$ cat config.mk
export PLATFORM = sky130hd
export DESIGN_NAME = wb_interconnect
export DESIGN_NICKNAME = d
export VERILOG_FILES = /design/src/logic/wb_bus_pkg.sv /design/src/logic/wb_map_pkg.sv /design/src/logic/wb_chan_if.sv /design/src/logic/wb_addr_decode.sv /design/src/logic/wb_arb.sv /design/src/logic/wb_interconnect.sv /design/src/logic/wb_master_sel.sv /design/src/logic/wb_slave_sel.sv /design/src/logic/wb_stage.sv
export SDC_FILE = /design/constraint.sdc
export NUM_CORES = 1
export LEC_CHECK = 0
export BUFFER_PORTS_ARGS = -buffer_cell sky130_fd_sc_hd__buf_4
export CAP_MARGIN = 20
export CORE_AREA = 2 2 289 291
export DETAILED_ROUTE_END_ITERATION = 8
export DIE_AREA = 0 0 291 293
export HOLD_SLACK_MARGIN = 0.03
export PLACE_DENSITY = 0.34
export SLEW_MARGIN = 20
export SYNTH_ARGS = -nofsm -noshare
export SYNTH_HDL_FRONTEND = slang
export SYNTH_HIERARCHICAL = 1
export SYNTH_SLANG_ARGS = --single-unit
$ cat constraint.sdc
create_clock -name clk_i -period 2.7 [get_ports clk_i]
set_input_delay 0.135 -clock clk_i [delete_from_list [all_inputs] [get_ports clk_i]]
set_output_delay 0.135 -clock clk_i [all_outputs]
set_load 0.03 [all_outputs]
$ cat src/logic/wb_bus_pkg.sv
package wb_bus_pkg;

  // ----------------------------------------------------------
  // Wishbone data path widths
  // ----------------------------------------------------------

  // Data word and its byte lane selects
  localparam int WB_DAT_W = 32;
  localparam int WB_SEL_W = WB_DAT_W / 8;

  // Byte address as issued by every master
  localparam int WB_ADR_W = 32;

  // Target id travels with the request through the stage
  localparam int WB_TID_W = 3;

  // Host, RISC instruction port and RISC data port
  localparam int WB_NUM_MST = 3;

endpackage

$ cat src/logic/wb_map_pkg.sv
package wb_map_pkg;

  // ----------------------------------------------------------
  // Target ids
  // ----------------------------------------------------------

  // QSPI memory and QSPI registers both answer on target 0
  localparam logic [wb_bus_pkg::WB_TID_W-1:0] TGT_QSPI   = 3'd0;
  localparam logic [wb_bus_pkg::WB_TID_W-1:0] TGT_UART   = 3'd1;
  localparam logic [wb_bus_pkg::WB_TID_W-1:0] TGT_PINMUX = 3'd2;
  localparam logic [wb_bus_pkg::WB_TID_W-1:0] TGT_MBIST1 = 3'd3;
  localparam logic [wb_bus_pkg::WB_TID_W-1:0] TGT_MBIST2 = 3'd4;

  localparam int WB_NUM_TGT = 5;

  // ----------------------------------------------------------
  // Regions matched on address bits 31 to 16
  // ----------------------------------------------------------

  // QSPI memory is anything with a zero top nibble
  localparam logic [15:0] REG_QSPI_REG = 16'h1000;
  localparam logic [15:0] REG_UART     = 16'h1001;
  localparam logic [15:0] REG_PINMUX   = 16'h1002;
  localparam logic [15:0] REG_MBIST1   = 16'h1003;
  localparam logic [15:0] REG_MBIST2   = 16'h1004;

  // One remap bit per MBIST page
  localparam int REMAP_W = 2;

  // Address bits kept for the narrow slaves
  localparam int S_ADR_W_REG   = 8;
  localparam int S_ADR_W_MBIST = 11;

  // One address word seen through the region map or the boot remap pages
  typedef union packed {
    struct packed {
      logic [15:0] region;
      logic [15:0] offset;
    } reg_v;
    // Pages are the size of one MBIST memory
    struct packed {
      logic [20:0]              page;
      logic [S_ADR_W_MBIST-1:0] offset;
    } remap_v;
  } wb_addr_u;

endpackage

$ cat src/logic/wb_chan_if.sv
`timescale 1ns/100ps

interface wb_chan_if;
  import wb_bus_pkg::*;

  // Request side, held steady until ack
  logic [WB_DAT_W-1:0] dat;
  logic [WB_ADR_W-1:0] adr;
  logic [WB_SEL_W-1:0] sel;
  logic                we;
  logic                cyc;
  logic                stb;
  // Slave chosen by the address decoder
  logic [WB_TID_W-1:0] tid;

  // Response side
  logic [WB_DAT_W-1:0] rdat;
  // Single cycle pulse per transfer
  logic                ack;

  modport initiator (
    output dat, adr, sel, we, cyc, stb, tid,
    input  rdat, ack
  );

  modport target (
    input  dat, adr, sel, we, cyc, stb, tid,
    output rdat, ack
  );

endinterface

$ cat src/logic/wb_addr_decode.sv
`timescale 1ns/100ps

module wb_addr_decode #(
  parameter bit REMAP_EN = 1'b0
) (
  input  logic [wb_bus_pkg::WB_ADR_W-1:0] adr_i,
  input  logic [wb_map_pkg::REMAP_W-1:0]  boot_remap_i,
  output logic [wb_bus_pkg::WB_TID_W-1:0] tid_o
);
  import wb_map_pkg::*;

  wb_addr_u adr_u;

  assign adr_u = adr_i;

  always_comb begin
    // Anything unmapped lands on target 0
    tid_o = TGT_QSPI;
    // Boot remap wins over the region map
    if (REMAP_EN && boot_remap_i[0] && adr_u.remap_v.page == 21'd0) begin
      tid_o = TGT_MBIST1;
    end else if (REMAP_EN && boot_remap_i[1] && adr_u.remap_v.page == 21'd1) begin
      tid_o = TGT_MBIST2;
    end else if (adr_u.reg_v.region[15:12] == 4'h0) begin
      // QSPI memory window
      tid_o = TGT_QSPI;
    end else begin
      case (adr_u.reg_v.region)
        REG_QSPI_REG: tid_o = TGT_QSPI;
        REG_UART:     tid_o = TGT_UART;
        REG_PINMUX:   tid_o = TGT_PINMUX;
        REG_MBIST1:   tid_o = TGT_MBIST1;
        REG_MBIST2:   tid_o = TGT_MBIST2;
        default:      tid_o = TGT_QSPI;
      endcase
    end
  end

endmodule

$ cat src/logic/wb_arb.sv
`timescale 1ns/100ps

module wb_arb #(
  parameter int  NUM_MASTERS = wb_bus_pkg::WB_NUM_MST,
  localparam int GNT_W       = (NUM_MASTERS > 1) ? $clog2(NUM_MASTERS) : 1
) (
  input  logic                   clk_i,
  input  logic                   reset_i,
  input  logic [NUM_MASTERS-1:0] req_i,
  output logic [GNT_W-1:0]       gnt_o
);

  logic [GNT_W-1:0] gnt_q;
  logic [GNT_W-1:0] gnt_d;

  // ----------------------------------------------------------
  // Next grant
  // ----------------------------------------------------------

  always_comb begin
    // Hold while the owner keeps requesting, or when nobody asks
    gnt_d = gnt_q;
    if (!req_i[gnt_q]) begin
      // Walk from the farthest to the nearest neighbour
      // Nearest requester in rotating order ends up owning the bus
      for (int off = NUM_MASTERS - 1; off > 0; off--) begin
        if (req_i[(int'(gnt_q) + off) % NUM_MASTERS]) begin
          gnt_d = GNT_W'((int'(gnt_q) + off) % NUM_MASTERS);
        end
      end
    end
  end

  // Registered grant, master 0 owns the bus out of reset
  always_ff @(posedge clk_i) begin
    if (reset_i) begin
      gnt_q <= '0;
    end else begin
      gnt_q <= gnt_d;
    end
  end

  assign gnt_o = gnt_q;

endmodule

$ cat src/logic/wb_interconnect.sv
`timescale 1ns/100ps

module wb_interconnect #(
  parameter int NUM_MASTERS = wb_bus_pkg::WB_NUM_MST
) (
  input  logic                               clk_i,
  input  logic                               reset_i,
  // Low pages of the RISC ports moved onto MBIST memories
  input  logic [wb_map_pkg::REMAP_W-1:0]     boot_remap_i,

  // Master 0 is the external host
  input  logic [wb_bus_pkg::WB_DAT_W-1:0]    m0_wbd_dat_i,
  input  logic [wb_bus_pkg::WB_ADR_W-1:0]    m0_wbd_adr_i,
  input  logic [wb_bus_pkg::WB_SEL_W-1:0]    m0_wbd_sel_i,
  input  logic                               m0_wbd_we_i,
  input  logic                               m0_wbd_cyc_i,
  input  logic                               m0_wbd_stb_i,
  output logic [wb_bus_pkg::WB_DAT_W-1:0]    m0_wbd_dat_o,
  output logic                               m0_wbd_ack_o,

  // Master 1 is the RISC instruction port
  input  logic [wb_bus_pkg::WB_DAT_W-1:0]    m1_wbd_dat_i,
  input  logic [wb_bus_pkg::WB_ADR_W-1:0]    m1_wbd_adr_i,
  input  logic [wb_bus_pkg::WB_SEL_W-1:0]    m1_wbd_sel_i,
  input  logic                               m1_wbd_we_i,
  input  logic                               m1_wbd_cyc_i,
  input  logic                               m1_wbd_stb_i,
  output logic [wb_bus_pkg::WB_DAT_W-1:0]    m1_wbd_dat_o,
  output logic                               m1_wbd_ack_o,

  // Master 2 is the RISC data port
  input  logic [wb_bus_pkg::WB_DAT_W-1:0]    m2_wbd_dat_i,
  input  logic [wb_bus_pkg::WB_ADR_W-1:0]    m2_wbd_adr_i,
  input  logic [wb_bus_pkg::WB_SEL_W-1:0]    m2_wbd_sel_i,
  input  logic                               m2_wbd_we_i,
  input  logic                               m2_wbd_cyc_i,
  input  logic                               m2_wbd_stb_i,
  output logic [wb_bus_pkg::WB_DAT_W-1:0]    m2_wbd_dat_o,
  output logic                               m2_wbd_ack_o,

  // Slave 0 for QSPI memory and registers
  input  logic [wb_bus_pkg::WB_DAT_W-1:0]    s0_wbd_dat_i,
  input  logic                               s0_wbd_ack_i,
  output logic [wb_bus_pkg::WB_DAT_W-1:0]    s0_wbd_dat_o,
  output logic [wb_bus_pkg::WB_ADR_W-1:0]    s0_wbd_adr_o,
  output logic [wb_bus_pkg::WB_SEL_W-1:0]    s0_wbd_sel_o,
  output logic                               s0_wbd_we_o,
  output logic                               s0_wbd_cyc_o,
  output logic                               s0_wbd_stb_o,

  // Slave 1 for UART
  input  logic [wb_bus_pkg::WB_DAT_W-1:0]    s1_wbd_dat_i,
  input  logic                               s1_wbd_ack_i,
  output logic [wb_bus_pkg::WB_DAT_W-1:0]    s1_wbd_dat_o,
  output logic [wb_map_pkg::S_ADR_W_REG-1:0] s1_wbd_adr_o,
  output logic [wb_bus_pkg::WB_SEL_W-1:0]    s1_wbd_sel_o,
  output logic                               s1_wbd_we_o,
  output logic                               s1_wbd_cyc_o,
  output logic                               s1_wbd_stb_o,

  // Slave 2 for PINMUX
  input  logic [wb_bus_pkg::WB_DAT_W-1:0]    s2_wbd_dat_i,
  input  logic                               s2_wbd_ack_i,
  output logic [wb_bus_pkg::WB_DAT_W-1:0]    s2_wbd_dat_o,
  output logic [wb_map_pkg::S_ADR_W_REG-1:0] s2_wbd_adr_o,
  output logic [wb_bus_pkg::WB_SEL_W-1:0]    s2_wbd_sel_o,
  output logic                               s2_wbd_we_o,
  output logic                               s2_wbd_cyc_o,
  output logic                               s2_wbd_stb_o,

  // Slave 3 for MBIST1
  input  logic [wb_bus_pkg::WB_DAT_W-1:0]      s3_wbd_dat_i,
  input  logic                                 s3_wbd_ack_i,
  output logic [wb_bus_pkg::WB_DAT_W-1:0]      s3_wbd_dat_o,
  output logic [wb_map_pkg::S_ADR_W_MBIST-1:0] s3_wbd_adr_o,
  output logic [wb_bus_pkg::WB_SEL_W-1:0]      s3_wbd_sel_o,
  output logic                                 s3_wbd_we_o,
  output logic                                 s3_wbd_cyc_o,
  output logic                                 s3_wbd_stb_o,

  // Slave 4 for MBIST2
  input  logic [wb_bus_pkg::WB_DAT_W-1:0]      s4_wbd_dat_i,
  input  logic                                 s4_wbd_ack_i,
  output logic [wb_bus_pkg::WB_DAT_W-1:0]      s4_wbd_dat_o,
  output logic [wb_map_pkg::S_ADR_W_MBIST-1:0] s4_wbd_adr_o,
  output logic [wb_bus_pkg::WB_SEL_W-1:0]      s4_wbd_sel_o,
  output logic                                 s4_wbd_we_o,
  output logic                                 s4_wbd_cyc_o,
  output logic                                 s4_wbd_stb_o
);
  import wb_bus_pkg::*;
  import wb_map_pkg::*;

  // Master side arrays
  logic [WB_DAT_W-1:0]    m_dat [NUM_MASTERS];
  logic [WB_ADR_W-1:0]    m_adr [NUM_MASTERS];
  logic [WB_SEL_W-1:0]    m_sel [NUM_MASTERS];
  logic [WB_TID_W-1:0]    m_tid [NUM_MASTERS];
  logic [WB_DAT_W-1:0]    m_rdat [NUM_MASTERS];
  logic [NUM_MASTERS-1:0] m_we;
  logic [NUM_MASTERS-1:0] m_cyc;
  logic [NUM_MASTERS-1:0] m_stb;
  logic [NUM_MASTERS-1:0] m_ack;

  // Slave side arrays, indexed by target id
  logic [WB_DAT_W-1:0]   s_rdat [WB_NUM_TGT];
  logic [WB_DAT_W-1:0]   s_dat [WB_NUM_TGT];
  logic [WB_ADR_W-1:0]   s_adr [WB_NUM_TGT];
  logic [WB_SEL_W-1:0]   s_sel [WB_NUM_TGT];
  logic [WB_NUM_TGT-1:0] s_ack;
  logic [WB_NUM_TGT-1:0] s_we;
  logic [WB_NUM_TGT-1:0] s_cyc;
  logic [WB_NUM_TGT-1:0] s_stb;

  // Before and after the staging registers
  wb_chan_if m_bus ();
  wb_chan_if s_bus ();

  // ----------------------------------------------------------
  // Master ports and address decode
  // ----------------------------------------------------------

  assign m_dat = '{m0_wbd_dat_i, m1_wbd_dat_i, m2_wbd_dat_i};
  assign m_adr = '{m0_wbd_adr_i, m1_wbd_adr_i, m2_wbd_adr_i};
  assign m_sel = '{m0_wbd_sel_i, m1_wbd_sel_i, m2_wbd_sel_i};
  assign m_we  = {m2_wbd_we_i, m1_wbd_we_i, m0_wbd_we_i};
  assign m_cyc = {m2_wbd_cyc_i, m1_wbd_cyc_i, m0_wbd_cyc_i};
  assign m_stb = {m2_wbd_stb_i, m1_wbd_stb_i, m0_wbd_stb_i};

  // Host keeps the plain map, RISC ports honour the boot remap
  for (genvar i = 0; i < NUM_MASTERS; i++) begin : g_dec
    wb_addr_decode #(
      .REMAP_EN (i != 0)
    ) wb_addr_decode_inst (
      .adr_i        (m_adr[i]),
      .boot_remap_i (boot_remap_i),
      .tid_o        (m_tid[i])
    );
  end

  assign m0_wbd_dat_o = m_rdat[0];
  assign m0_wbd_ack_o = m_ack[0];
  assign m1_wbd_dat_o = m_rdat[1];
  assign m1_wbd_ack_o = m_ack[1];
  assign m2_wbd_dat_o = m_rdat[2];
  assign m2_wbd_ack_o = m_ack[2];

  // ----------------------------------------------------------
  // Arbitration, staging and slave routing
  // ----------------------------------------------------------

  wb_master_sel #(
    .NUM_MASTERS (NUM_MASTERS)
  ) wb_master_sel_inst (
    .clk_i    (clk_i),
    .reset_i  (reset_i),
    .m_dat_i  (m_dat),
    .m_adr_i  (m_adr),
    .m_sel_i  (m_sel),
    .m_we_i   (m_we),
    .m_cyc_i  (m_cyc),
    .m_stb_i  (m_stb),
    .m_tid_i  (m_tid),
    .m_rdat_o (m_rdat),
    .m_ack_o  (m_ack),
    .m_bus    (m_bus.initiator)
  );

  wb_stage wb_stage_inst (
    .clk_i   (clk_i),
    .reset_i (reset_i),
    .m_bus   (m_bus.target),
    .s_bus   (s_bus.initiator)
  );

  wb_slave_sel wb_slave_sel_inst (
    .s_bus    (s_bus.target),
    .s_rdat_i (s_rdat),
    .s_ack_i  (s_ack),
    .s_dat_o  (s_dat),
    .s_adr_o  (s_adr),
    .s_sel_o  (s_sel),
    .s_we_o   (s_we),
    .s_cyc_o  (s_cyc),
    .s_stb_o  (s_stb)
  );

  // ----------------------------------------------------------
  // Slave ports with trimmed addresses
  // ----------------------------------------------------------

  assign s_rdat = '{s0_wbd_dat_i, s1_wbd_dat_i, s2_wbd_dat_i, s3_wbd_dat_i, s4_wbd_dat_i};
  assign s_ack  = {s4_wbd_ack_i, s3_wbd_ack_i, s2_wbd_ack_i, s1_wbd_ack_i, s0_wbd_ack_i};

  assign s0_wbd_dat_o = s_dat[TGT_QSPI];
  assign s0_wbd_adr_o = s_adr[TGT_QSPI];
  assign s0_wbd_sel_o = s_sel[TGT_QSPI];
  assign s0_wbd_we_o  = s_we[TGT_QSPI];
  assign s0_wbd_cyc_o = s_cyc[TGT_QSPI];
  assign s0_wbd_stb_o = s_stb[TGT_QSPI];

  // Register blocks decode only the low byte
  assign s1_wbd_dat_o = s_dat[TGT_UART];
  assign s1_wbd_adr_o = s_adr[TGT_UART][S_ADR_W_REG-1:0];
  assign s1_wbd_sel_o = s_sel[TGT_UART];
  assign s1_wbd_we_o  = s_we[TGT_UART];
  assign s1_wbd_cyc_o = s_cyc[TGT_UART];
  assign s1_wbd_stb_o = s_stb[TGT_UART];

  assign s2_wbd_dat_o = s_dat[TGT_PINMUX];
  assign s2_wbd_adr_o = s_adr[TGT_PINMUX][S_ADR_W_REG-1:0];
  assign s2_wbd_sel_o = s_sel[TGT_PINMUX];
  assign s2_wbd_we_o  = s_we[TGT_PINMUX];
  assign s2_wbd_cyc_o = s_cyc[TGT_PINMUX];
  assign s2_wbd_stb_o = s_stb[TGT_PINMUX];

  // MBIST memories span one 2 KB page
  assign s3_wbd_dat_o = s_dat[TGT_MBIST1];
  assign s3_wbd_adr_o = s_adr[TGT_MBIST1][S_ADR_W_MBIST-1:0];
  assign s3_wbd_sel_o = s_sel[TGT_MBIST1];
  assign s3_wbd_we_o  = s_we[TGT_MBIST1];
  assign s3_wbd_cyc_o = s_cyc[TGT_MBIST1];
  assign s3_wbd_stb_o = s_stb[TGT_MBIST1];

  assign s4_wbd_dat_o = s_dat[TGT_MBIST2];
  assign s4_wbd_adr_o = s_adr[TGT_MBIST2][S_ADR_W_MBIST-1:0];
  assign s4_wbd_sel_o = s_sel[TGT_MBIST2];
  assign s4_wbd_we_o  = s_we[TGT_MBIST2];
  assign s4_wbd_cyc_o = s_cyc[TGT_MBIST2];
  assign s4_wbd_stb_o = s_stb[TGT_MBIST2];

endmodule

$ cat src/logic/wb_master_sel.sv
`timescale 1ns/100ps

module wb_master_sel #(
  parameter int  NUM_MASTERS = wb_bus_pkg::WB_NUM_MST,
  localparam int GNT_W       = (NUM_MASTERS > 1) ? $clog2(NUM_MASTERS) : 1
) (
  input  logic                          clk_i,
  input  logic                          reset_i,
  // Per master request fields
  input  logic [wb_bus_pkg::WB_DAT_W-1:0] m_dat_i [NUM_MASTERS],
  input  logic [wb_bus_pkg::WB_ADR_W-1:0] m_adr_i [NUM_MASTERS],
  input  logic [wb_bus_pkg::WB_SEL_W-1:0] m_sel_i [NUM_MASTERS],
  input  logic [NUM_MASTERS-1:0]          m_we_i,
  input  logic [NUM_MASTERS-1:0]          m_cyc_i,
  input  logic [NUM_MASTERS-1:0]          m_stb_i,
  input  logic [wb_bus_pkg::WB_TID_W-1:0] m_tid_i [NUM_MASTERS],
  // Per master response
  output logic [wb_bus_pkg::WB_DAT_W-1:0] m_rdat_o [NUM_MASTERS],
  output logic [NUM_MASTERS-1:0]          m_ack_o,
  // Arbitrated channel toward the stage
  wb_chan_if.initiator                    m_bus
);
  import wb_bus_pkg::*;

  logic [NUM_MASTERS-1:0] req;
  logic [GNT_W-1:0]       gnt;

  // Strobe still open and not yet acked
  assign req = m_stb_i & ~m_ack_o;

  wb_arb #(
    .NUM_MASTERS (NUM_MASTERS)
  ) wb_arb_inst (
    .clk_i   (clk_i),
    .reset_i (reset_i),
    .req_i   (req),
    .gnt_o   (gnt)
  );

  // ----------------------------------------------------------
  // Granted master onto the shared channel
  // ----------------------------------------------------------

  assign m_bus.dat = m_dat_i[gnt];
  // Slaves are word addressed
  assign m_bus.adr = {m_adr_i[gnt][WB_ADR_W-1:2], 2'b00};
  assign m_bus.sel = m_sel_i[gnt];
  assign m_bus.we  = m_we_i[gnt];
  assign m_bus.cyc = m_cyc_i[gnt];
  assign m_bus.stb = m_stb_i[gnt];
  assign m_bus.tid = m_tid_i[gnt];

  // ----------------------------------------------------------
  // Response back to the granted master only
  // ----------------------------------------------------------

  always_comb begin
    for (int i = 0; i < NUM_MASTERS; i++) begin
      m_ack_o[i]  = m_bus.ack && gnt == GNT_W'(i);
      // Idle masters read zero
      m_rdat_o[i] = (gnt == GNT_W'(i)) ? m_bus.rdat : '0;
    end
  end

endmodule

$ cat src/logic/wb_slave_sel.sv
`timescale 1ns/100ps

module wb_slave_sel (
  // Staged request
  wb_chan_if.target                         s_bus,
  // Slave responses
  input  logic [wb_bus_pkg::WB_DAT_W-1:0]   s_rdat_i [wb_map_pkg::WB_NUM_TGT],
  input  logic [wb_map_pkg::WB_NUM_TGT-1:0] s_ack_i,
  // Per slave request fields
  output logic [wb_bus_pkg::WB_DAT_W-1:0]   s_dat_o [wb_map_pkg::WB_NUM_TGT],
  output logic [wb_bus_pkg::WB_ADR_W-1:0]   s_adr_o [wb_map_pkg::WB_NUM_TGT],
  output logic [wb_bus_pkg::WB_SEL_W-1:0]   s_sel_o [wb_map_pkg::WB_NUM_TGT],
  output logic [wb_map_pkg::WB_NUM_TGT-1:0] s_we_o,
  output logic [wb_map_pkg::WB_NUM_TGT-1:0] s_cyc_o,
  output logic [wb_map_pkg::WB_NUM_TGT-1:0] s_stb_o
);
  import wb_bus_pkg::*;
  import wb_map_pkg::*;

  logic [WB_NUM_TGT-1:0] sel_oh;

  // Target id to one-hot slave select
  always_comb begin
    for (int t = 0; t < WB_NUM_TGT; t++) begin
      sel_oh[t] = (s_bus.tid == WB_TID_W'(t));
    end
  end

  // Only the selected slave sees a live request
  always_comb begin
    for (int t = 0; t < WB_NUM_TGT; t++) begin
      s_dat_o[t] = sel_oh[t] ? s_bus.dat : '0;
      s_adr_o[t] = sel_oh[t] ? s_bus.adr : '0;
      s_sel_o[t] = sel_oh[t] ? s_bus.sel : '0;
      s_we_o[t]  = sel_oh[t] && s_bus.we;
      s_cyc_o[t] = sel_oh[t] && s_bus.cyc;
      s_stb_o[t] = sel_oh[t] && s_bus.stb;
    end
  end

  // Selected slave response back to the stage
  always_comb begin
    s_bus.rdat = '0;
    s_bus.ack  = 1'b0;
    for (int t = 0; t < WB_NUM_TGT; t++) begin
      if (sel_oh[t]) begin
        s_bus.rdat = s_rdat_i[t];
        s_bus.ack  = s_ack_i[t];
      end
    end
  end

endmodule

$ cat src/logic/wb_stage.sv
`timescale 1ns/100ps

module wb_stage (
  input logic          clk_i,
  input logic          reset_i,
  // Master side channel, answered here
  wb_chan_if.target    m_bus,
  // Slave side channel, driven from registers
  wb_chan_if.initiator s_bus
);

  // Request taken and master ack not yet sent
  logic busy_q;
  logic capture;
  logic s_done;

  assign capture = !busy_q && m_bus.cyc && m_bus.stb;
  // Slave has finished the registered request
  assign s_done  = s_bus.stb && s_bus.ack;

  // ----------------------------------------------------------
  // Handshake control
  // ----------------------------------------------------------

  always_ff @(posedge clk_i) begin
    if (reset_i) begin
      busy_q    <= 1'b0;
      s_bus.cyc <= 1'b0;
      s_bus.stb <= 1'b0;
      m_bus.ack <= 1'b0;
    end else begin
      // Master ack is a single pulse
      m_bus.ack <= 1'b0;
      if (capture) begin
        busy_q    <= 1'b1;
        s_bus.cyc <= 1'b1;
        s_bus.stb <= 1'b1;
      end else if (s_done) begin
        s_bus.cyc <= 1'b0;
        s_bus.stb <= 1'b0;
        m_bus.ack <= 1'b1;
      end else if (m_bus.ack) begin
        // Free again once the master has its ack
        busy_q <= 1'b0;
      end
    end
  end

  // ----------------------------------------------------------
  // Payload registers
  // ----------------------------------------------------------

  always_ff @(posedge clk_i) begin
    if (capture) begin
      s_bus.dat <= m_bus.dat;
      s_bus.adr <= m_bus.adr;
      s_bus.sel <= m_bus.sel;
      s_bus.we  <= m_bus.we;
      s_bus.tid <= m_bus.tid;
    end
    // Read data returns alongside the master ack
    if (s_done) begin
      m_bus.rdat <= s_bus.rdat;
    end
  end

endmodule

==> results.md <==
- Worst Setup Start Kind: register
- Synthesized area: between 0.009 and 0.01 mm^2
- Crit-path most repeated cell: buf_4
- CTS buffer count: 9
- Starting DRT DRC Count: roughly 470
- RSZ-0062 raised after global routing: no
- Hold depth: 2
- CP max-delay cell: edfxtp_1
- Worst Hold Launch: s4_wbd_dat_i[13]
- M1 GR Usage: around 17%
- Ratio of cells with drive above 1 in the final layout: a little under half
- Vias in the first global route: 11.2k
- Largest net degree at the start of global routing: 80
- Routed Antenna Nets: 0
- CTS tree: built
- CP endpoint kind: output pin
- Post-Synthesis Cells: approximately 970
- DRT Pass-1 Iters: 4
- P_leak: between 7 and 8 nW
- Post-detailed-route wirelength per cell: roughly 22 um
- Maximum single-stage delay on the critical path: 0.53 ns
- CP Class: register to output pin
- IO buf count: 739
- Ys Warns: 6
- Worst hold-check path type: input pin to register
- M3 GR Usage: under 10%
- Sink Count: around 110
- Layout area overhead: 83.4%
- Placed insts: 2718
- Clock transition at path regs: approximately 0.090 ns
- Fin Clk Skew: between 0.015 and 0.02 ns
- DP HPWL: 49900 um
- Worst r2r dst: wb_stage_inst/m_bus.rdat[1]$_DFFE_PP_
- Global Route Usage Sum: between 10 and 15%
- Initial cell density of the core: a little under an eighth
- Longest Clk Path Bufs: 2
- Critical path arrival: 2.38 ns
- Reg-to-Reg Start: wb_stage_inst/s_bus.tid[2]$_DFFE_PP_
- Maxcap violations: 0
- Num rows: 105
- Vert. Die Dim: 293 um
- Worst relative slew slack: between 40 and 50%
- IO Count: approximately 750
- Finished Core Util: between 20% and 30%
- Int Pwr: 7.15 mW
- Fin Setup TNS: 0 ns
- Post-CTS Resized: 0
- Root buffer cell: clkbuf_16
- Pwr Density: around 860 mW/mm^2
- Worst EP required: roughly 2.6 ns
- Comb pwr share: between 60% and 70%
- Clock insertion delay at the later pin of the skew report: 0.39 ns
- NetSw: 7.41 mW
- Measured slew at the worst slew-check pin: about 0.83 ns
- Hold endpoint: wb_stage_inst/m_bus.rdat[13]$_DFFE_PP_
- Detailed Route WL: just over 60000 um
- Synth Area per Inst: between 9 and 10 um^2
- GP Congestion: 0.830
- Final Critical Period: approximately 2.5 ns
- Core area: 0.0818 mm^2
- Global-route wire length before repair: between 80000 and 90000 um
- Vias per std cell: 3.77
- CP Cell Sequence: nand2b_2 -> nor2_4 -> buf_4 -> and2_1 -> buf_4
- Clk pwr share: roughly a tenth
- Overflow after GRT: 0
- Crit Path Max Fanout: 40
- Residual DRC: 0
- Vias: about 11k
- Setup Viol. Count Final: 0
- Fin. max-slew vios: 0
- Sw Share: between 50 and 60%
- Worst R2R Path Depth: 5
- Non-Filler Instances: between 2k and 3k
- Total power: ~15 mW
- Final Hold Vio Count: 0
- Highest Clock Rate: 398 MHz
- R2r setup slk: 0.43 ns
- Initial antenna violation count: 9
- Status: completed
- Nets: roughly 2.1k
- M2 GR Usage: about a quarter
- Die X: between 200 and 300 um
- Gr busiest metal: met2
- H-tree levels: 3
- Peak VDD IR: around 0.36 mV
- Register share of total power: between 20% and 30%
- Crit share post-route: slightly above 90%
- Die area: 0.0853 mm^2
[per-layer routing]
metal	wire length [um]	vias to the layer above	part of all wire, %
met1	25300	5065	41
met5	41	-	0.066
li1	-	4998	-
met2	32000	445	51
met3	3370	72	5.4
met4	1590	6	2.6
[layout make-up]
class                           instances  area, um^2
Antenna cell                            6        15.0
Clock buffer                           10         229
Clock inverter                          6        76.3
Fill cell                            9118       64800
Inverter                                6        22.5
Multi-Input combinational cell        756        5490
Sequential cell                       109        3230
Tap cell                             1070        1340
Timing Repair Buffer                  846        6620
[stage by stage]
stage	cell area, um^2	setup slack (ns)	hold WS [ns]
finish	17000	0.184	0.0669
global placement	16000	0.342	0.357
global route	17000	0.0390	0.0435
CTS	17000	0.114	0.0301
detailed placement	16000	0.327	0.360
floorplan	9280	0.270	0.201
[power by group through the flow]
stage | sequential, mW | combinational, mW | clock [mW]
finish | 3.47 | 9.54 | 1.54
global route | 3.56 | 10.2 | 1.68
CTS | 3.51 | 9.72 | 1.66
detailed placement | 3.54 | 9.59 | 0
global placement | 3.56 | 9.57 | 0
floorplan | 2.98 | 5.97 | 0
[how the worst max path moves through the flow]
stage                                          from                                    end  slack (ns)  depth (start not counted)
2_1_floorplan  wb_stage_inst/s_bus.tid[2]$_DFFE_PP_  wb_stage_inst/m_bus.rdat[0]$_DFFE_PP_        0.27                          6
3_3_place_gp   wb_stage_inst/s_bus.tid[0]$_DFFE_PP_                        s0_wbd_dat_o[3]        0.34                          5
3_5_place_dp   wb_stage_inst/s_bus.tid[0]$_DFFE_PP_                        s0_wbd_dat_o[3]        0.33                          5
4_1_cts        wb_stage_inst/s_bus.tid[2]$_DFFE_PP_                        s1_wbd_dat_o[5]        0.11                          5
5_1_grt        wb_stage_inst/s_bus.tid[2]$_DFFE_PP_                        s1_wbd_dat_o[3]        0.04                          5
6_report       wb_stage_inst/s_bus.tid[2]$_DFFE_PP_                        s1_wbd_adr_o[4]        0.18                          5
[registers in the layout, indices dropped and copies added (netlist names)]
signal                                count
wb_master_sel_inst/wb_arb_inst/gnt_o      2
wb_stage_inst/busy_q                      1
wb_stage_inst/m_bus.ack                   1
wb_stage_inst/m_bus.rdat                 32
wb_stage_inst/s_bus.adr                  32
wb_stage_inst/s_bus.dat                  32
wb_stage_inst/s_bus.sel                   4
wb_stage_inst/s_bus.stb                   1
wb_stage_inst/s_bus.tid                   3
wb_stage_inst/s_bus.we                    1
[critical path: cells and delay by family (launching register included)]
kind,cells,cell delay (ns)
buf+inv,2,0.64
flops,1,0.53
simple gates,3,0.73
[what timing repair did]
| action | in CTS | in global routing |
|---|---|---|
| setup endpoints to repair | 67 | 0 |
| endpoints found under the hold margin | 71 | 0 |
| buffers inserted | 2 | 0 |
| hold buffers | 67 | 0 |
[cells in the final DEF (no fill, tap or decap), types with 8 or more instances in the layout]
cell,n
buf_4,771
and2_1,314
mux2i_1,107
edfxtp_1,104
o2bb2ai_1,73
dlygate4sd3_1,67
and3_1,50
nand2_1,37
nor2_1,34
a2bb2oi_1,32
o22a_1,31
clkbuf_16,9
nor4_1,9
buf_12,8
(Power assumes the default switching activity.)
